`src/cab_cfg.svh`:
```
//////////////////////////////////////////////////////////////////////
// Cabinet shell configuration
// Fixed widths shared by the host link, combiner and top level
//////////////////////////////////////////////////////////////////////

`ifndef CAB_CFG_SVH
`define CAB_CFG_SVH

// Host data word, also the width of status and joystick words
`define CAB_HOST_DW 16

// Core audio sample width and widened output sample width
`define CAB_AUDIO_IN_W 4
`define CAB_AUDIO_OUT_W 16

`endif

```
`src/cab_pkg.sv`:
```
//////////////////////////////////////////////////////////////////////
// Cabinet shell package
// Host opcode and handshake state types
//////////////////////////////////////////////////////////////////////

package cab_pkg;

	// Word selector sent with each host transfer
	typedef enum logic [1:0] {
		OP_STATUS = 2'd0,
		OP_JOY0   = 2'd1,
		OP_JOY1   = 2'd2,
		OP_NOP    = 2'd3
	} host_op_e;

	// Four-phase handshake states of the host link
	typedef enum logic [1:0] {
		LINK_IDLE      = 2'd0,
		LINK_ACK       = 2'd1,
		LINK_WAIT_DROP = 2'd2
	} link_state_e;

endpackage

```
`src/cab_regs_if.sv`:
```
//////////////////////////////////////////////////////////////////////
// Stored host words interface
// Carries the link's registered words to the decoding blocks
//////////////////////////////////////////////////////////////////////

`timescale 1ns/1ns

`include "cab_cfg.svh"

interface cab_regs_if;

	// Both joystick words merged by OR
	logic [`CAB_HOST_DW-1:0] joy;
	// Menu status word
	logic [`CAB_HOST_DW-1:0] status;
	// ROM download flag, already synchronized
	logic                    download;
	// Single-cycle strobe when a word lands
	logic                    upd;

	modport link   (output joy, output status, output download, output upd);
	modport mapper (input joy, input upd);
	modport menu   (input status, input download, input upd);

endinterface

```
`src/host_link.sv`:
```
//////////////////////////////////////////////////////////////////////
// Host link
// Four-phase req/ack receiver storing status and joystick words
//////////////////////////////////////////////////////////////////////

`timescale 1ns/1ns

`include "cab_cfg.svh"

module host_link import cab_pkg::*; (
	input  logic                    clk_50,
	input  logic                    arst_n,
	input  logic                    host_req,
	input  host_op_e                host_op,
	input  logic [`CAB_HOST_DW-1:0] host_data,
	input  logic                    download_in,
	output logic                    host_ack,
	cab_regs_if.link                regs
);

	// Two-flop synchronizers for req and download
	logic [1:0] req_sync;
	logic [1:0] dl_sync;
	logic       req_s;

	link_state_e state_q;
	link_state_e state_d;

	// Stored words
	logic [`CAB_HOST_DW-1:0] status_q;
	logic [`CAB_HOST_DW-1:0] joy0_q;
	logic [`CAB_HOST_DW-1:0] joy1_q;
	logic                    upd_q;
	logic                    take;

	always_ff @(posedge clk_50 or negedge arst_n) begin
		if (!arst_n) begin
			req_sync <= 2'b00;
			dl_sync  <= 2'b00;
		end else begin
			req_sync <= {req_sync[0], host_req};
			dl_sync  <= {dl_sync[0], download_in};
		end
	end

	assign req_s = req_sync[1];

	//////////////////////////////////////////////////////////////////////
	// Handshake FSM
	//////////////////////////////////////////////////////////////////////

	// ACK lasts one cycle on entry, WAIT_DROP holds ack until req falls
	always_comb begin
		state_d = state_q;
		case (state_q)
			LINK_IDLE:      if (req_s) state_d = LINK_ACK;
			LINK_ACK:       state_d = req_s ? LINK_WAIT_DROP : LINK_IDLE;
			LINK_WAIT_DROP: if (!req_s) state_d = LINK_IDLE;
			default:        state_d = LINK_IDLE;
		endcase
	end

	always_ff @(posedge clk_50 or negedge arst_n) begin
		if (!arst_n) state_q <= LINK_IDLE;
		else         state_q <= state_d;
	end

	// Ack is high in every state except idle
	assign host_ack = (state_q != LINK_IDLE);

	// Word capture happens on the edge that enters LINK_ACK
	assign take = (state_q == LINK_IDLE) && req_s;

	always_ff @(posedge clk_50 or negedge arst_n) begin
		if (!arst_n) begin
			status_q <= '0;
			joy0_q   <= '0;
			joy1_q   <= '0;
			upd_q    <= 1'b0;
		end else begin
			upd_q <= 1'b0;
			if (take) begin
				case (host_op)
					OP_STATUS: begin status_q <= host_data; upd_q <= 1'b1; end
					OP_JOY0:   begin joy0_q <= host_data; upd_q <= 1'b1; end
					OP_JOY1:   begin joy1_q <= host_data; upd_q <= 1'b1; end
					default:   upd_q <= 1'b0;
				endcase
			end
		end
	end

	// Publish to the decoding blocks
	assign regs.joy      = joy0_q | joy1_q;
	assign regs.status   = status_q;
	assign regs.download = dl_sync[1];
	assign regs.upd      = upd_q;

endmodule

```
`src/tread_mapper.sv`:
```
//////////////////////////////////////////////////////////////////////
// Tread mapper
// Converts the merged joystick into the two-tread control byte
//////////////////////////////////////////////////////////////////////

`timescale 1ns/1ns

module tread_mapper import cab_pkg::*; (
	input  logic       clk_50,
	input  logic       arst_n,
	cab_regs_if.mapper regs,
	output logic [7:0] ctrl_byte
);

	// Direction nibble, up down left right
	logic [3:0] dir;
	// Tread bits, left fwd, left back, right fwd, right back
	logic [3:0] tread;
	// Button bits, coin, start 2P, start 1P, fire
	logic [3:0] btn;

	assign dir = regs.joy[3:0];
	assign btn = {regs.joy[7], regs.joy[5], regs.joy[6], regs.joy[4]};

	//////////////////////////////////////////////////////////////////////
	// Direction table
	//////////////////////////////////////////////////////////////////////

	// Diagonals stop one tread, straight moves drive both
	always_comb begin
		case (dir)
			// Up, both forward
			4'b1000: tread = 4'b1010;
			// Up-left, right tread only
			4'b1010: tread = 4'b0010;
			// Up-right, left tread only
			4'b1001: tread = 4'b1000;
			// Right, spin clockwise
			4'b0001: tread = 4'b1001;
			// Down-right
			4'b0101: tread = 4'b0100;
			// Down, both back
			4'b0100: tread = 4'b0101;
			// Down-left
			4'b0110: tread = 4'b0001;
			// Left, spin counterclockwise
			4'b0010: tread = 4'b0110;
			// Idle or conflicting directions
			default: tread = 4'b0000;
		endcase
	end

	// Reload only when the link has stored a new word
	always_ff @(posedge clk_50 or negedge arst_n) begin
		if (!arst_n) begin
			ctrl_byte <= 8'h00;
		end else if (regs.upd) begin
			ctrl_byte <= {btn, tread};
		end
	end

endmodule

```
`src/menu_decoder.sv`:
```
//////////////////////////////////////////////////////////////////////
// Menu decoder
// Splits the status word into aspect, DIP switches and reset request
//////////////////////////////////////////////////////////////////////

`timescale 1ns/1ns

module menu_decoder import cab_pkg::*; (
	input  logic       clk_50,
	input  logic       arst_n,
	cab_regs_if.menu   regs,
	output logic [1:0] aspect_sel,
	output logic [7:0] dsw,
	output logic       reset_req
);

	// Status bit map
	// 15:14 aspect ratio select
	// 13:6  DIP switch byte
	// 0     menu reset

	// Menu fields follow the status word on each store
	always_ff @(posedge clk_50 or negedge arst_n) begin
		if (!arst_n) begin
			aspect_sel <= 2'b00;
			dsw        <= 8'h00;
		end else if (regs.upd) begin
			aspect_sel <= regs.status[15:14];
			dsw        <= regs.status[13:6];
		end
	end

	//////////////////////////////////////////////////////////////////////
	// Reset request
	//////////////////////////////////////////////////////////////////////

	// Download toggles on its own so this path is sampled every cycle
	always_ff @(posedge clk_50 or negedge arst_n) begin
		if (!arst_n) begin
			reset_req <= 1'b0;
		end else begin
			reset_req <= regs.status[0] | regs.download;
		end
	end

endmodule

```
`src/cabinet_combiner.sv`:
```
//////////////////////////////////////////////////////////////////////
// Cabinet combiner
// Core reset, gated controls, aspect, pixel enable and audio widening
//////////////////////////////////////////////////////////////////////

`timescale 1ns/1ns

`include "cab_cfg.svh"

module cabinet_combiner import cab_pkg::*; (
	input  logic                        clk_50,
	input  logic                        arst_n,
	input  logic                        rst_in,
	input  logic [7:0]                  ctrl_byte,
	input  logic [1:0]                  aspect_sel,
	input  logic                        reset_req,
	input  logic [`CAB_AUDIO_IN_W-1:0]  audio_in,
	output logic                        core_reset,
	output logic [7:0]                  jb,
	output logic [11:0]                 video_arx,
	output logic [11:0]                 video_ary,
	output logic                        ce_pix,
	output logic [`CAB_AUDIO_OUT_W-1:0] audio_l
);

	// External reset stage, lines up with the decoder's reset_req
	logic rst_q;
	logic core_reset_d;
	// Audio input stage, same depth as the external reset path
	logic [`CAB_AUDIO_IN_W-1:0] audio_q;

	assign core_reset_d = rst_q | reset_req;

	always_ff @(posedge clk_50 or negedge arst_n) begin
		if (!arst_n) begin
			rst_q      <= 1'b1;
			core_reset <= 1'b1;
			jb         <= 8'h00;
			video_arx  <= 12'd4;
			video_ary  <= 12'd3;
			ce_pix     <= 1'b0;
		end else begin
			rst_q      <= rst_in;
			core_reset <= core_reset_d;
			// Controls held off for as long as the core is in reset
			jb         <= core_reset_d ? 8'h00 : ctrl_byte;
			// Select 0 is the original 4:3, others pass an ARC index
			if (aspect_sel == 2'b00) begin
				video_arx <= 12'd4;
				video_ary <= 12'd3;
			end else begin
				video_arx <= {10'd0, aspect_sel - 2'd1};
				video_ary <= 12'd0;
			end
			// Half-rate pixel enable
			ce_pix     <= ~ce_pix;
		end
	end

	//////////////////////////////////////////////////////////////////////
	// Audio
	//////////////////////////////////////////////////////////////////////

	// Nibble doubled into the upper byte, low byte silent
	always_ff @(posedge clk_50 or negedge arst_n) begin
		if (!arst_n) begin
			audio_q <= '0;
			audio_l <= '0;
		end else begin
			audio_q <= audio_in;
			audio_l <= {audio_q, audio_q, {(`CAB_AUDIO_OUT_W - 2*`CAB_AUDIO_IN_W){1'b0}}};
		end
	end

endmodule

```
`src/cab_shell_top.sv`:
```
//////////////////////////////////////////////////////////////////////
// Cabinet shell top level
// Host link, decoders and combiner around the tank game core
//////////////////////////////////////////////////////////////////////

`timescale 1ns/1ns

`include "cab_cfg.svh"

module cab_shell_top import cab_pkg::*; (
	input  logic                        clk_50,
	input  logic                        arst_n,
	// Menu processor link
	input  logic                        host_req,
	input  host_op_e                    host_op,
	input  logic [`CAB_HOST_DW-1:0]     host_data,
	output logic                        host_ack,
	input  logic                        download_in,
	// Cabinet side
	input  logic                        rst_in,
	input  logic [`CAB_AUDIO_IN_W-1:0]  audio_in,
	output logic                        core_reset,
	output logic [7:0]                  jb,
	output logic [7:0]                  dsw,
	output logic [11:0]                 video_arx,
	output logic [11:0]                 video_ary,
	output logic                        ce_pix,
	output logic [`CAB_AUDIO_OUT_W-1:0] audio_l
);

	logic [7:0] ctrl_byte;
	logic [1:0] aspect_sel;
	logic       reset_req;

	// Stored words shared by the mapper and the menu decoder
	cab_regs_if regs ();

	host_link u_host_link (
		.clk_50, .arst_n, .host_req, .host_op, .host_data, .download_in,
		.host_ack, .regs(regs.link)
	);

	tread_mapper u_tread_mapper (.clk_50, .arst_n, .regs(regs.mapper), .ctrl_byte);

	menu_decoder u_menu_decoder (
		.clk_50, .arst_n, .regs(regs.menu), .aspect_sel, .dsw, .reset_req
	);

	cabinet_combiner u_cabinet_combiner (
		.clk_50, .arst_n, .rst_in, .ctrl_byte, .aspect_sel, .reset_req, .audio_in,
		.core_reset, .jb, .video_arx, .video_ary, .ce_pix, .audio_l
	);

endmodule

```
`config.mk`:
```
export PLATFORM = sky130hd
export DESIGN_NAME = cab_shell_top
export DESIGN_NICKNAME = d
export VERILOG_FILES = /design/src/cab_pkg.sv /design/src/cab_regs_if.sv /design/src/host_link.sv /design/src/tread_mapper.sv /design/src/menu_decoder.sv /design/src/cabinet_combiner.sv /design/src/cab_shell_top.sv
export VERILOG_INCLUDE_DIRS = /design/src /design/src/src
export SDC_FILE = /design/constraint.sdc
export NUM_CORES = 1
export LEC_CHECK = 0
export BUFFER_PORTS_ARGS = -buffer_cell sky130_fd_sc_hd__buf_2
export CAP_MARGIN = 20
export CORE_ASPECT_RATIO = 2
export CORE_MARGIN = 3
export CORE_UTILIZATION = 40
export CTS_BUF_LIST = sky130_fd_sc_hd__clkbuf_4
export CTS_CLUSTER_DIAMETER = 60
export DETAILED_ROUTE_END_ITERATION = 12
export SLEW_MARGIN = 5
export SYNTH_ARGS = -nofsm -noshare
export SYNTH_HDL_FRONTEND = slang
export SYNTH_SLANG_ARGS = --single-unit
```
`constraint.sdc`:
```
create_clock -name clk_50 -period 2.1 [get_ports clk_50]
set_input_delay 0.315 -clock clk_50 [delete_from_list [all_inputs] [get_ports clk_50]]
set_output_delay 0.315 -clock clk_50 [all_outputs]
set_load 0.02 [all_outputs]
```
Yosys cells after proc, flatten, opt, wreduce, memory -nomap -nowiden --
Memories as Yosys holds them, arrays and structs flattened. A register that Yosys moved wholly into a read port is not among the register bits. Cells that the tools add are included. Widths: inputs -> output; s select.
Operators by class: mux-type cells 9, bitwise logic cells 4, equality and inequality tests 6, reductions and logical operators 11, add/sub/neg operators 1
Operator list (number):
- $mux 2 | 4
- $mux 8 | 1
- $or 8x8->8 | 1
- $reduce_and 2->1 | 4
- $logic_not 2->1 | 3
- $pmux 2 s3 | 1
- $eq 2x1->1 const B | 2
- $eq 2x2->1 const B | 2
- $mux 3 | 1
- $reduce_or 3->1 | 1
- $mux 1 | 2
- $ne 2x1->1 const B | 1
- $ne 2x2->1 const B | 1
- $or 1x1->1 | 2
- $reduce_bool 2->1 | 1
- $sub 2x1->2 const B | 1
- $logic_and 1x1->1 | 1
- $logic_not 1->1 | 1
- $not 1->1 | 1
Storage, ports and cells: input port bits 27, logic and storage cells 51, memory bits (read-only) 64, bits in registers 95, memories kept 1, output and inout port bits 59
Memory list:
- (name not given) | words 16, width 4, read ports 1, clocked after Yosys merged registers in 1, wr ports 0, line tread_mapper.sv:31 | case (dir)

Logic depth before layout (Yosys ltp) --
Gate-level depths: netlist of run 1.
depth after elaboration 4, depth in mapped cells 4, gate-level depth less buffers 4

Modules after synthesis --
A second synthesis of run 1 with hierarchy kept.
Unflattened totals: cell total of the unflattened synthesis 253, area, all modules 3941.3 µm²
Modules (own cells, without submodules):
- host_link | seq. area each 1376.3 µm², cells each 131, instances 1, area each 2225.9 µm²
- cabinet_combiner | seq. area each 554.3 µm², cells each 71, instances 1, area each 914.6 µm²
- menu_decoder | seq. area each 275.3 µm², cells each 23, instances 1, area each 442.9 µm²
- tread_mapper | seq. area each 200.2 µm², cells each 28, instances 1, area each 357.8 µm²

Worst setup path after synthesis of run 1 --
Ideal clock, no wire load.
path type register to register, start register u_host_link.state_q[1], end register u_host_link.status_q[10] (netlist: u_host_link.regs.status[10]), buffers on the path 1, required time 1.975 ns, arrival 1.437 ns, stages on the path, launching flop included 5, clock period less this slack 1.561 ns, path slack 0.539 ns, setup time 0.125 ns, cells stage by stage dfrtp_1 > or3b_4 > nor3_2 > buf_6 > mux2_2
On the way: word-level cells in the longest chain between the ends 3
Ends and longest elaborated chain:
- start: declaration | line host_link.sv:26 | link_state_e state_q;
- start signal: assignment | line host_link.sv:65 | else state_q <= state_d;
- $logic_not 2->1 | line host_link.sv:72 | assign take = (state_q == LINK_IDLE) && req_s;
- $logic_and 1x1->1 | line host_link.sv:72
- $reduce_and 2->1 (no line)
- end signal: assignment | line host_link.sv:76 | status_q <= '0;
- end signal: assignment | line host_link.sv:84 | OP_STATUS: begin status_q <= host_data; upd_q <= 1'b1; end
- end: declaration | line host_link.sv:30 | logic [`CAB_HOST_DW-1:0] status_q;
No other way between the ends. A chain may end at the register's enable or synchronous reset.

Final worst setup path of run 1 --
start register u_host_link.state_q[1], end register u_host_link.status_q[8] (netlist: u_host_link.regs.status[8])
The elaborated chain is that of the path after synthesis.

==> out/results.md, run 1 <==
| Quantity | This run |
|:---|:---|
| Status | complete, no violations |
| Total DRC errors in the routed layout | 0 |
| Setup WS post-layout | 494 ps |
| Fin. Hold Viols | 0 |
| Syn. warnings | 0 |
| Highest ir drop seen on vdd | 0.000603 V |
| Register clock-pin slew on the reported worst setup and hold paths | 110 ps |
| Height of the chip | 126 microns |
| Worst setup EP type | flip-flop |
| Final total power | 3.84 mW |
| Largest net degree at the start of global routing | 35 |
| Setup repair bufs after CTS | 0 |
| Number of levels in the clock H-tree | 3 |
| Number of antenna violations at the first check in global routing | 0 |
| Initial Util | 41.5% |
| Overflow left after global routing | 0 |
| Signal arrival time at the worst endpoint | 1900 ps |
| Hold buffer count at cts | 8 |
| LEAKAGE | 1.68 nW |
| Vias after detailed routing | 1589 |
| Crit path cell chain | or3b_4 > nor3_2 > buf_4 > mux2_2 |
| Placement row count | 43 |
| Global-route wire length before repair | 7450 microns |
| Detailed placement HPWL | 3310 microns |
| Die Wd | 66.2 microns |
| R2r endpoint | u_host_link.regs.status[8]$_DFFE_PN0P_ |
| Power density over the cells | 1140 nW/um^2 |
| Post-synthesis cell count | 202 |
| Post-synthesis sequential element count | 75 |
| Source-to-sink clock delay at the later pin of the worst-skew pair | 410 ps |
| Portion of the post-synthesis area used by sequential elements | 64.8% |
| Clock buffers created by TritonCTS | 9 |
| Cell type with the highest aggregate area in the netlist | dfrtp_1 |
| Cells after DPL | 345 |
| Post-layout min period | 1610 ps |
| Setup slack on the worst flop-to-flop path | 490 ps |
| Number of distinct standard cells referenced by the synthesized netlist | 26 |
| Largest fanout of any net on the critical path | 11 |
| Reported max-cap violation count | 0 |
| Proportion of layout cells with a drive suffix above 1 | 44.4% |
| Maximum cell stage delay along the critical path | 420 ps |
| Filler cell count in the final layout | 669 |
| Fin Setup TNS | 0 ps |
| Combined area of the multi-input logic cells | 830 sq um |
| Element type at the critical path start | flip-flop |
| Required time worst endpoint | 2390 ps |
| Combined global-route utilization of all metal layers | 12.2% |
| Ratio of routed vias to standard cells | 4.31 |
| Boundary Pins | 86 |
| Count of pins over their slew limit | 0 |
| Clock Path Buffers | 2 |
| TritonCTS clock tree | done |
| Clock sink count | 75 |
| Least-Margin Pin Slew | 544 ps |
| Min-Delay Endpoint | u_host_link.regs.status[10]$_DFFE_PN0P_ |
| Die footprint | 8370 sq um |
| Antenna diode count | 0 |
| Register cell area after layout | 1880 sq um |
| Root buf cell | clkbuf_4 |
| Detailed-route wire length per cell | 12.3 microns |
| Final wirelength | 4530 microns |
| Core area | 6990 sq um |
| Min-Delay Path Depth | 2 |
| Unrepaired setup endpoints after global routing | false |
| Vias in the first global route | 1595 |
| Fraction of synthesized cell area taken by the top area cell type | 62.1% |
| Final count of negative-setup-slack endpoints | 0 |
| Cell area after synthesis | 2900 sq um |
| Number of iterations in the first detailed-routing pass | 3 |
| Worst relative slew slack | 63.4% |
| Highest attainable clock frequency | 0.623 GHz |
| Number of standard cells in the final layout excluding fillers | 369 |
| Post-place setup slack | 474 ps |
| Final critical-path share of the clock period | 76.5% |
| Number of port buffers | 58 |
| Count of cells resized by post-cts repair | 0 |
| Depth of the worst register-to-register path | 4 |
| Slowest CP cell | or3b_4 |
| Startpoint of the worst-slack reg-to-reg timing path | u_host_link.state_q[1]$_DFFE_PN0P_ |
| Count of antenna-violating nets left after detailed routing | 0 |
| Cells taking the most area after synthesis | dfrtp_1, mux2_2, buf_4, dfstp_2, nor2_1 |
| Hold crit path type | input pin to flip-flop |
| Routability Congestion | 0.712 |
| Class of the most critical setup path | flip-flop to flip-flop |
| Area growth syn-to-layout | 15.9% |
| Synthesized area per cell | 14.4 sq um |
| First-iteration detailed-routing DRC count | 25 |
| Final layout net count | 301 |
| HP Start | host_data[10] |
| Setup clock skew after layout | 11.9 ps |
[Yosys cell counts]
master     n
a21oi_1    5
and2_1     8
buf_2      1
buf_4     33
buf_6      1
clkbuf_1   1
clkinv_2   1
conb_1     1
dfrtp_1   72
dfstp_2    3
inv_1      4
mux2_1     1
mux2_2    33
mux2_4     3
mux2i_1    2
nand3b_4   2
nor2_1    18
nor2b_1    1
nor3_1     2
nor3_2     1
nor4_1     2
o32ai_1    2
or2_2      2
or3b_2     1
or3b_4     1
xor2_1     1
[where the power goes]
part / internal, mW / leakage (nW) / total (mW) / switching (mW)
combinational: 0.483 / 0.712 / 1.01 / 0.530
sequential: 1.89 / 0.902 / 2.10 / 0.218
clock: 0.273 / 0.0662 / 0.728 / 0.455
total: 2.64 / 1.68 / 3.84 / 1.20
[cells in the final DEF, fill, tap and decap left out, drive strengths merged]
cell,instances
nor3,3
clkbuf,12
dfstp,3
nor4,2
or2,2
o32ai,2
buf,63
clkinv,5
dlygate4sd3,8
dfrtp,72
nand3b,2
conb,27
nor2,18
mux2i,2
or3b,2
a21oi,5
xor2,1
mux2,37
nor2b,1
inv,4
and2,8
[state kept, by name, indices dropped and copies added, names as in the netlist, 2 cells and up]
| register | flops |
|---|---|
| u_host_link.req_sync | 2 |
| u_host_link.state_q | 2 |
| u_cabinet_combiner.audio_l | 4 |
| u_host_link.dl_sync | 2 |
| u_cabinet_combiner.video_arx | 2 |
| u_cabinet_combiner.jb | 8 |
| u_menu_decoder.aspect_sel | 2 |
| u_tread_mapper.ctrl_byte | 8 |
| u_host_link.joy1_q | 8 |
| u_menu_decoder.dsw | 8 |
| u_host_link.regs.status | 11 |
| u_cabinet_combiner.audio_q | 4 |
| u_host_link.joy0_q | 8 |
[worst max path at each step]
| stage | startpoint | endpoint | slack, ps | cells past startpoint |
|---|---|---|---|---|
| 2_1_floorplan | u_host_link.state_q[1]$_DFFE_PN0P_ | u_host_link.regs.status[10]$_DFFE_PN0P_ | 540 | 4 |
| 3_3_place_gp | u_host_link.state_q[1]$_DFFE_PN0P_ | u_host_link.regs.status[10]$_DFFE_PN0P_ | 510 | 4 |
| 3_5_place_dp | u_host_link.state_q[1]$_DFFE_PN0P_ | u_host_link.regs.status[15]$_DFFE_PN0P_ | 470 | 4 |
| 4_1_cts | u_host_link.state_q[1]$_DFFE_PN0P_ | host_ack | 470 | 2 |
| 5_1_grt | u_host_link.state_q[1]$_DFFE_PN0P_ | u_host_link.regs.status[0]$_DFFE_PN0P_ | 420 | 4 |
| 6_report | u_host_link.state_q[1]$_DFFE_PN0P_ | u_host_link.regs.status[8]$_DFFE_PN0P_ | 490 | 4 |
[stage by stage]
stage / utilization (%) / area (sq um) / hold WS (ps)
final: 48.1 / 3360 / 131
after global routing: 48.1 / 3360 / 90.4
after floorplan: - / 3000 / 19.4
after CTS: 48.1 / 3360 / 98.8
after global placement: 45.4 / 3170 / 281
after detailed placement: 45.4 / 3170 / 283
[cell type report]
cell class	instances	share of cell area, %
flip-flops and latches	75	56.0
multi-input cells	112	24.7
repair buffers	71	12.2
well taps	90	3.35
clock buffers	12	2.68
inverters	5	0.596
clock inverters	4	0.521
[critical path: cells and delay by family (launching register included)]
| family | cells | cell delay [ps] |
|---|---|---|
| and+or+nand+nor | 2 | 530 |
| DFF | 1 | 410 |
| muxes | 1 | 340 |
| buffers and inverters | 1 | 210 |
[cell families after synthesis]
kind of cell	count (synthesis)	share of synthesized area (%)
xor gates and xnor gates	1	0.302
DFF	75	64.8
buffers and inverters	41	9.92
muxes	39	15.4
other	1	0.129
and+or+nand+nor	38	7.89
AOI/OAI and AO/OA	7	1.47
[layer usage]
layer / vias up / track usage, % / part of all wire (%)
met4: 0 / 7.90 / 2.4
met5: - / 0 / 0
met3: 9 / 4.16 / 6.9
met1: 765 / 13.1 / 36
li1: 755 / - / -
met2: 60 / 19.7 / 54
No activity file was read; power rests on OpenSTA's default activity.
==> run 2: changes to the inputs <==
- ABC_AREA: default -> 1
- clock period: 2.1 -> 1.65 ns (I/O delays scaled with it)
==> out/results.md, run 2 <==
| Quantity | This run | Delta |
|:---|:---|:---|
| Flip-flop count of the largest register after layout | 11 | unchanged |
| Fin. Hold Viols | 0 | unchanged |
| Min-Delay Endpoint | u_host_link.joy1_q[2]$_DFFE_PN0P_ |  |
| Ranking of synthesized cells by instance count | nand2_1, dfrtp_1, buf_4 |  |
| Cells after DPL | 444 | +29% |
| Highest ir drop seen on vdd | 0.000429 V | -29% |
| Height of the chip | 129 microns | +1.7% |
| Register clock-pin slew on the reported worst setup and hold paths | 110 ps | about the same |
| Count of buffer and inverter cells on the critical path | 2 | +1 |
| Post-synthesis sequential element count | 75 | unchanged |
| Number of levels in the clock H-tree | 3 | unchanged |
| Count of cells resized by post-cts repair | 0 | unchanged |
| Antenna diode count | 0 | unchanged |
| Clock buffers created by TritonCTS | 9 | unchanged |
| Setup clock skew after layout | 11.4 ps | -0.477 ps |
| Main flop type after synthesis | dfrtp_1 |  |
| Depth of the worst register-to-register path | 7 | +3 |
| Die footprint | 8650 sq um | +3.4% |
| HP Start | host_data[2] |  |
| Source-to-sink clock delay at the later pin of the worst-skew pair | 410 ps | about the same |
| Largest net degree at the start of global routing | 28 | -20% |
| Post-layout min period | 1360 ps |  |
| Combined global-route utilization of all metal layers | 13.1% | +0.91 points |
| Syn. warnings | 0 | unchanged |
| Fin Setup TNS | 0 ps | unchanged |
| Final count of negative-setup-slack endpoints | 0 | unchanged |
| Detailed-routing wirelength on met1 | 1990 microns | +21% |
| Vias in the first global route | 1898 | +19% |
| Number of port buffers | 58 | unchanged |
| Fraction of synthesized cell area taken by the top area cell type | 60.0% | -2.2 points |
| Clock Path Buffers | 2 | unchanged |
| Number of iterations in the first detailed-routing pass | 4 | +1 |
| Cell area after synthesis | 3010 sq um | +3.6% |
| Highest routed metal layer | met4 |  |
| Portion of total power attributed to the clock network | 19.6% | +0.7 points |
| Detailed placement HPWL | 3720 microns | +12% |
| Power density over the cells | 1260 nW/um^2 | +10% |
| Class of the most critical setup path | flip-flop to output port |  |
| Number of antenna violations at the first check in global routing | 0 | unchanged |
| Total DRC errors in the routed layout | 0 | unchanged |
| Cell type with the highest aggregate area in the netlist | dfrtp_1 |  |
| Final Instance Area | 3470 sq um | +3.2% |
| Placed standard-cell area | 3290 sq um | +3.7% |
| Status | complete, no violations |  |
| Net switching power | 1.46 mW | +21% |
| Most used cells in the layout excluding fill and tap cells | nand2_1, dfrtp_1, buf_2 |  |
| Metal3 WL | 335 microns | +7.4% |
| Slowest CP cell | dfrtp_1 |  |
| Final critical-path share of the clock period | 82.5% |  |
| Reported max-cap violation count | 0 | unchanged |
| Worst setup EP type | output port |  |
| Vias after detailed routing | 2015 | +27% |
| Overflow left after global routing | 0 | unchanged |
| Cells taking the most area after synthesis | dfrtp_1, nand2_1, buf_4, nand3_1, dfstp_2 |  |
| Element type at the critical path start | flip-flop |  |
| LEAKAGE | 1.94 nW | +16% |
| Count of pins over their slew limit | 0 | unchanged |
| Global-route wire length before repair | 8480 microns | +14% |
| TritonCTS clock tree | done |  |
| Portion of the post-synthesis area used by sequential elements | 62.6% | -2.3 points |
| Unrepaired setup endpoints after global routing | false |  |
| Reg power frac | 56.1% | +1.4 points |
| Clock sink count | 75 | unchanged |
| Relative contribution of combinational cells to total power | 24.3% | -2.0 points |
| Final wirelength | 5040 microns | +11% |
| First-iteration detailed-routing DRC count | 58 | +130% |
| Startpoint of the worst-slack reg-to-reg timing path | u_host_link.state_q[0]$_DFFE_PN0P_ |  |
| Proportion of layout cells with a drive suffix above 1 | 24.5% | -20 points |
| Core area | 7270 sq um | +3.9% |
| Crit. path cell count | 3 | -1 |
| Count of antenna-violating nets left after detailed routing | 0 | unchanged |
| Setup repair bufs after CTS | 0 | unchanged |
| Highest attainable clock frequency | 0.734 GHz |  |
| Met2 wire length | 2600 microns | +5.8% |
| Root buf cell | clkbuf_4 |  |
| R2r endpoint | u_host_link.regs.status[13]$_DFFE_PN0P_ |  |
| Hold crit path type | input pin to flip-flop |  |
| Final layout net count | 398 | +32% |
| Number of distinct standard cells referenced by the synthesized netlist | 22 | -15% |
| Leading cell type by number of instances after synthesis | nand2_1 |  |
| Boundary Pins | 86 | unchanged |
| Share of async-settable or async-resettable flops after synthesis | 100% | unchanged |
| Routability Congestion | 0.681 | -4.4% |
| Min-Delay Path Depth | 3 | +1 |
| Signal arrival time at the worst endpoint | 1110 ps | -790 ps |
| Leading cell type in the layout, fill and taps excluded | nand2_1 |  |
| Ratio of routed vias to standard cells | 4.31 | about the same |
| Maximum cell stage delay along the critical path | 410 ps | about the same |
| Die Wd | 67.3 microns | +1.6% |
| Area growth syn-to-layout | 15.4% |  |
| Post-synthesis cell count | 302 | +50% |
| Number of standard cells in the final layout excluding fillers | 468 | +27% |
| Largest fanout of any net on the critical path | 3 | -8 |
| Synthesized area per cell | 9.95 sq um | -31% |
| Internal Dissipation | 2.91 mW | +10% |
| Post-synth EDFFs | 0 | unchanged |
| Placement row count | 44 | +2.3% |
| Detailed-route wire length per cell | 10.8 microns | -12% |
| Initial Util | 41.4% | -0.11 points |
| Crit path cell chain | inv_2 > nand2_4 > buf_2 |  |
| Family with the most delay on the worst path | flip-flops |  |
| Sw Ratio | 33.3% | +2.1 points |
| Required time worst endpoint | 1400 ps | -990 ps |
| Setup slack on the worst flop-to-flop path | 360 ps | -130 ps |
[run 2: changes by cell type after synthesis, sizes merged, moves of 3 or more]
cell    delta
nand3     +29
mux2      -37
inv       +15
clkbuf     +3
nand2    +102
buf        +3
a21oi      -4
o21ai      +9
and2       -8
[run 2: logic make-up (layout without fill, tap and decap cells)]
| group | after synthesis | in the layout | synth area share, % |
|---|---|---|---|
| AOI/OAI and AO/OA | 11 | 11 | 1.91 |
| buffers and inverters | 61 | 109 | 12.1 |
| DFF | 75 | 75 | 62.6 |
| other | 1 | 27 | 0.125 |
| and+or+nand+nor | 154 | 154 | 23.3 |
[run 2: how the worst max path moves through the flow]
stage / startpoint / end / slack (ps)
3_3_place_gp: u_host_link.state_q[0]$_DFFE_PN0P_ / u_host_link.regs.status[8]$_DFFE_PN0P_ / 410
4_1_cts: u_host_link.state_q[0]$_DFFE_PN0P_ / host_ack / 230
6_report: u_host_link.state_q[0]$_DFFE_PN0P_ / host_ack / 290
5_1_grt: u_host_link.state_q[0]$_DFFE_PN0P_ / host_ack / 190
3_5_place_dp: u_host_link.state_q[0]$_DFFE_PN0P_ / u_host_link.regs.status[13]$_DFFE_PN0P_ / 370
2_1_floorplan: u_host_link.state_q[0]$_DFFE_PN0P_ / u_host_link.joy1_q[3]$_DFFE_PN0P_ / 560
[run 2: final cells by class]
cell class	instances	area [sq um]
Multi-Input combinational cell	192	858
Tap cell	92	115
Fill cell	742	3800
Clock inverter	6	22.5
Timing Repair Buffer	74	445
Inverter	19	71.3
Sequential cell	75	1880
Clock buffer	10	75.1
[run 2: through the flow]
| step | hold slack [ps] | util, % | power, mW | worst slack (ps) |
|---|---|---|---|---|
| after floorplan | -48.1 | - | 3.27 | 562 |
| after global placement | 186 | 45.3 | 3.52 | 414 |
| after detailed placement | 188 | 45.3 | 3.56 | 365 |
| after CTS | 30.3 | 47.7 | 4.44 | 231 |
| after global routing | 35.6 | 47.7 | 4.72 | 192 |
| final | 74.7 | 47.7 | 4.37 | 289 |
[run 2: metal layers]
| metal | GRT usage [%] | up-vias |
|---|---|---|
| met4 | 6.46 | 0 |
| met1 | 14.5 | 920 |
| met5 | 0 | - |
| met2 | 21.8 | 70 |
| met3 | 4.54 | 8 |
| li1 | - | 1017 |
[run 2: power by group through the flow]
stage | clock network [mW] | logic [mW] | registers [mW]
after CTS | 0.902 | 1.08 | 2.46
after detailed placement | 0 | 1.06 | 2.49
final | 0.854 | 1.06 | 2.45
after global placement | 0 | 1.04 | 2.48
after floorplan | 0 | 0.663 | 2.60
after global routing | 1.00 | 1.21 | 2.51
[run 2: tightest hold or removal path: stages]
cell     delay, ps
buf_2           90
nand3_1         70
nand2_1         60
[run 2: timing repair]
| action | in CTS | in global routing |
|---|---|---|
| hold buffers | 8 | 0 |
| endpoints found under the setup margin | 0 | 0 |
| endpoints found under the hold margin | 30 | 0 |
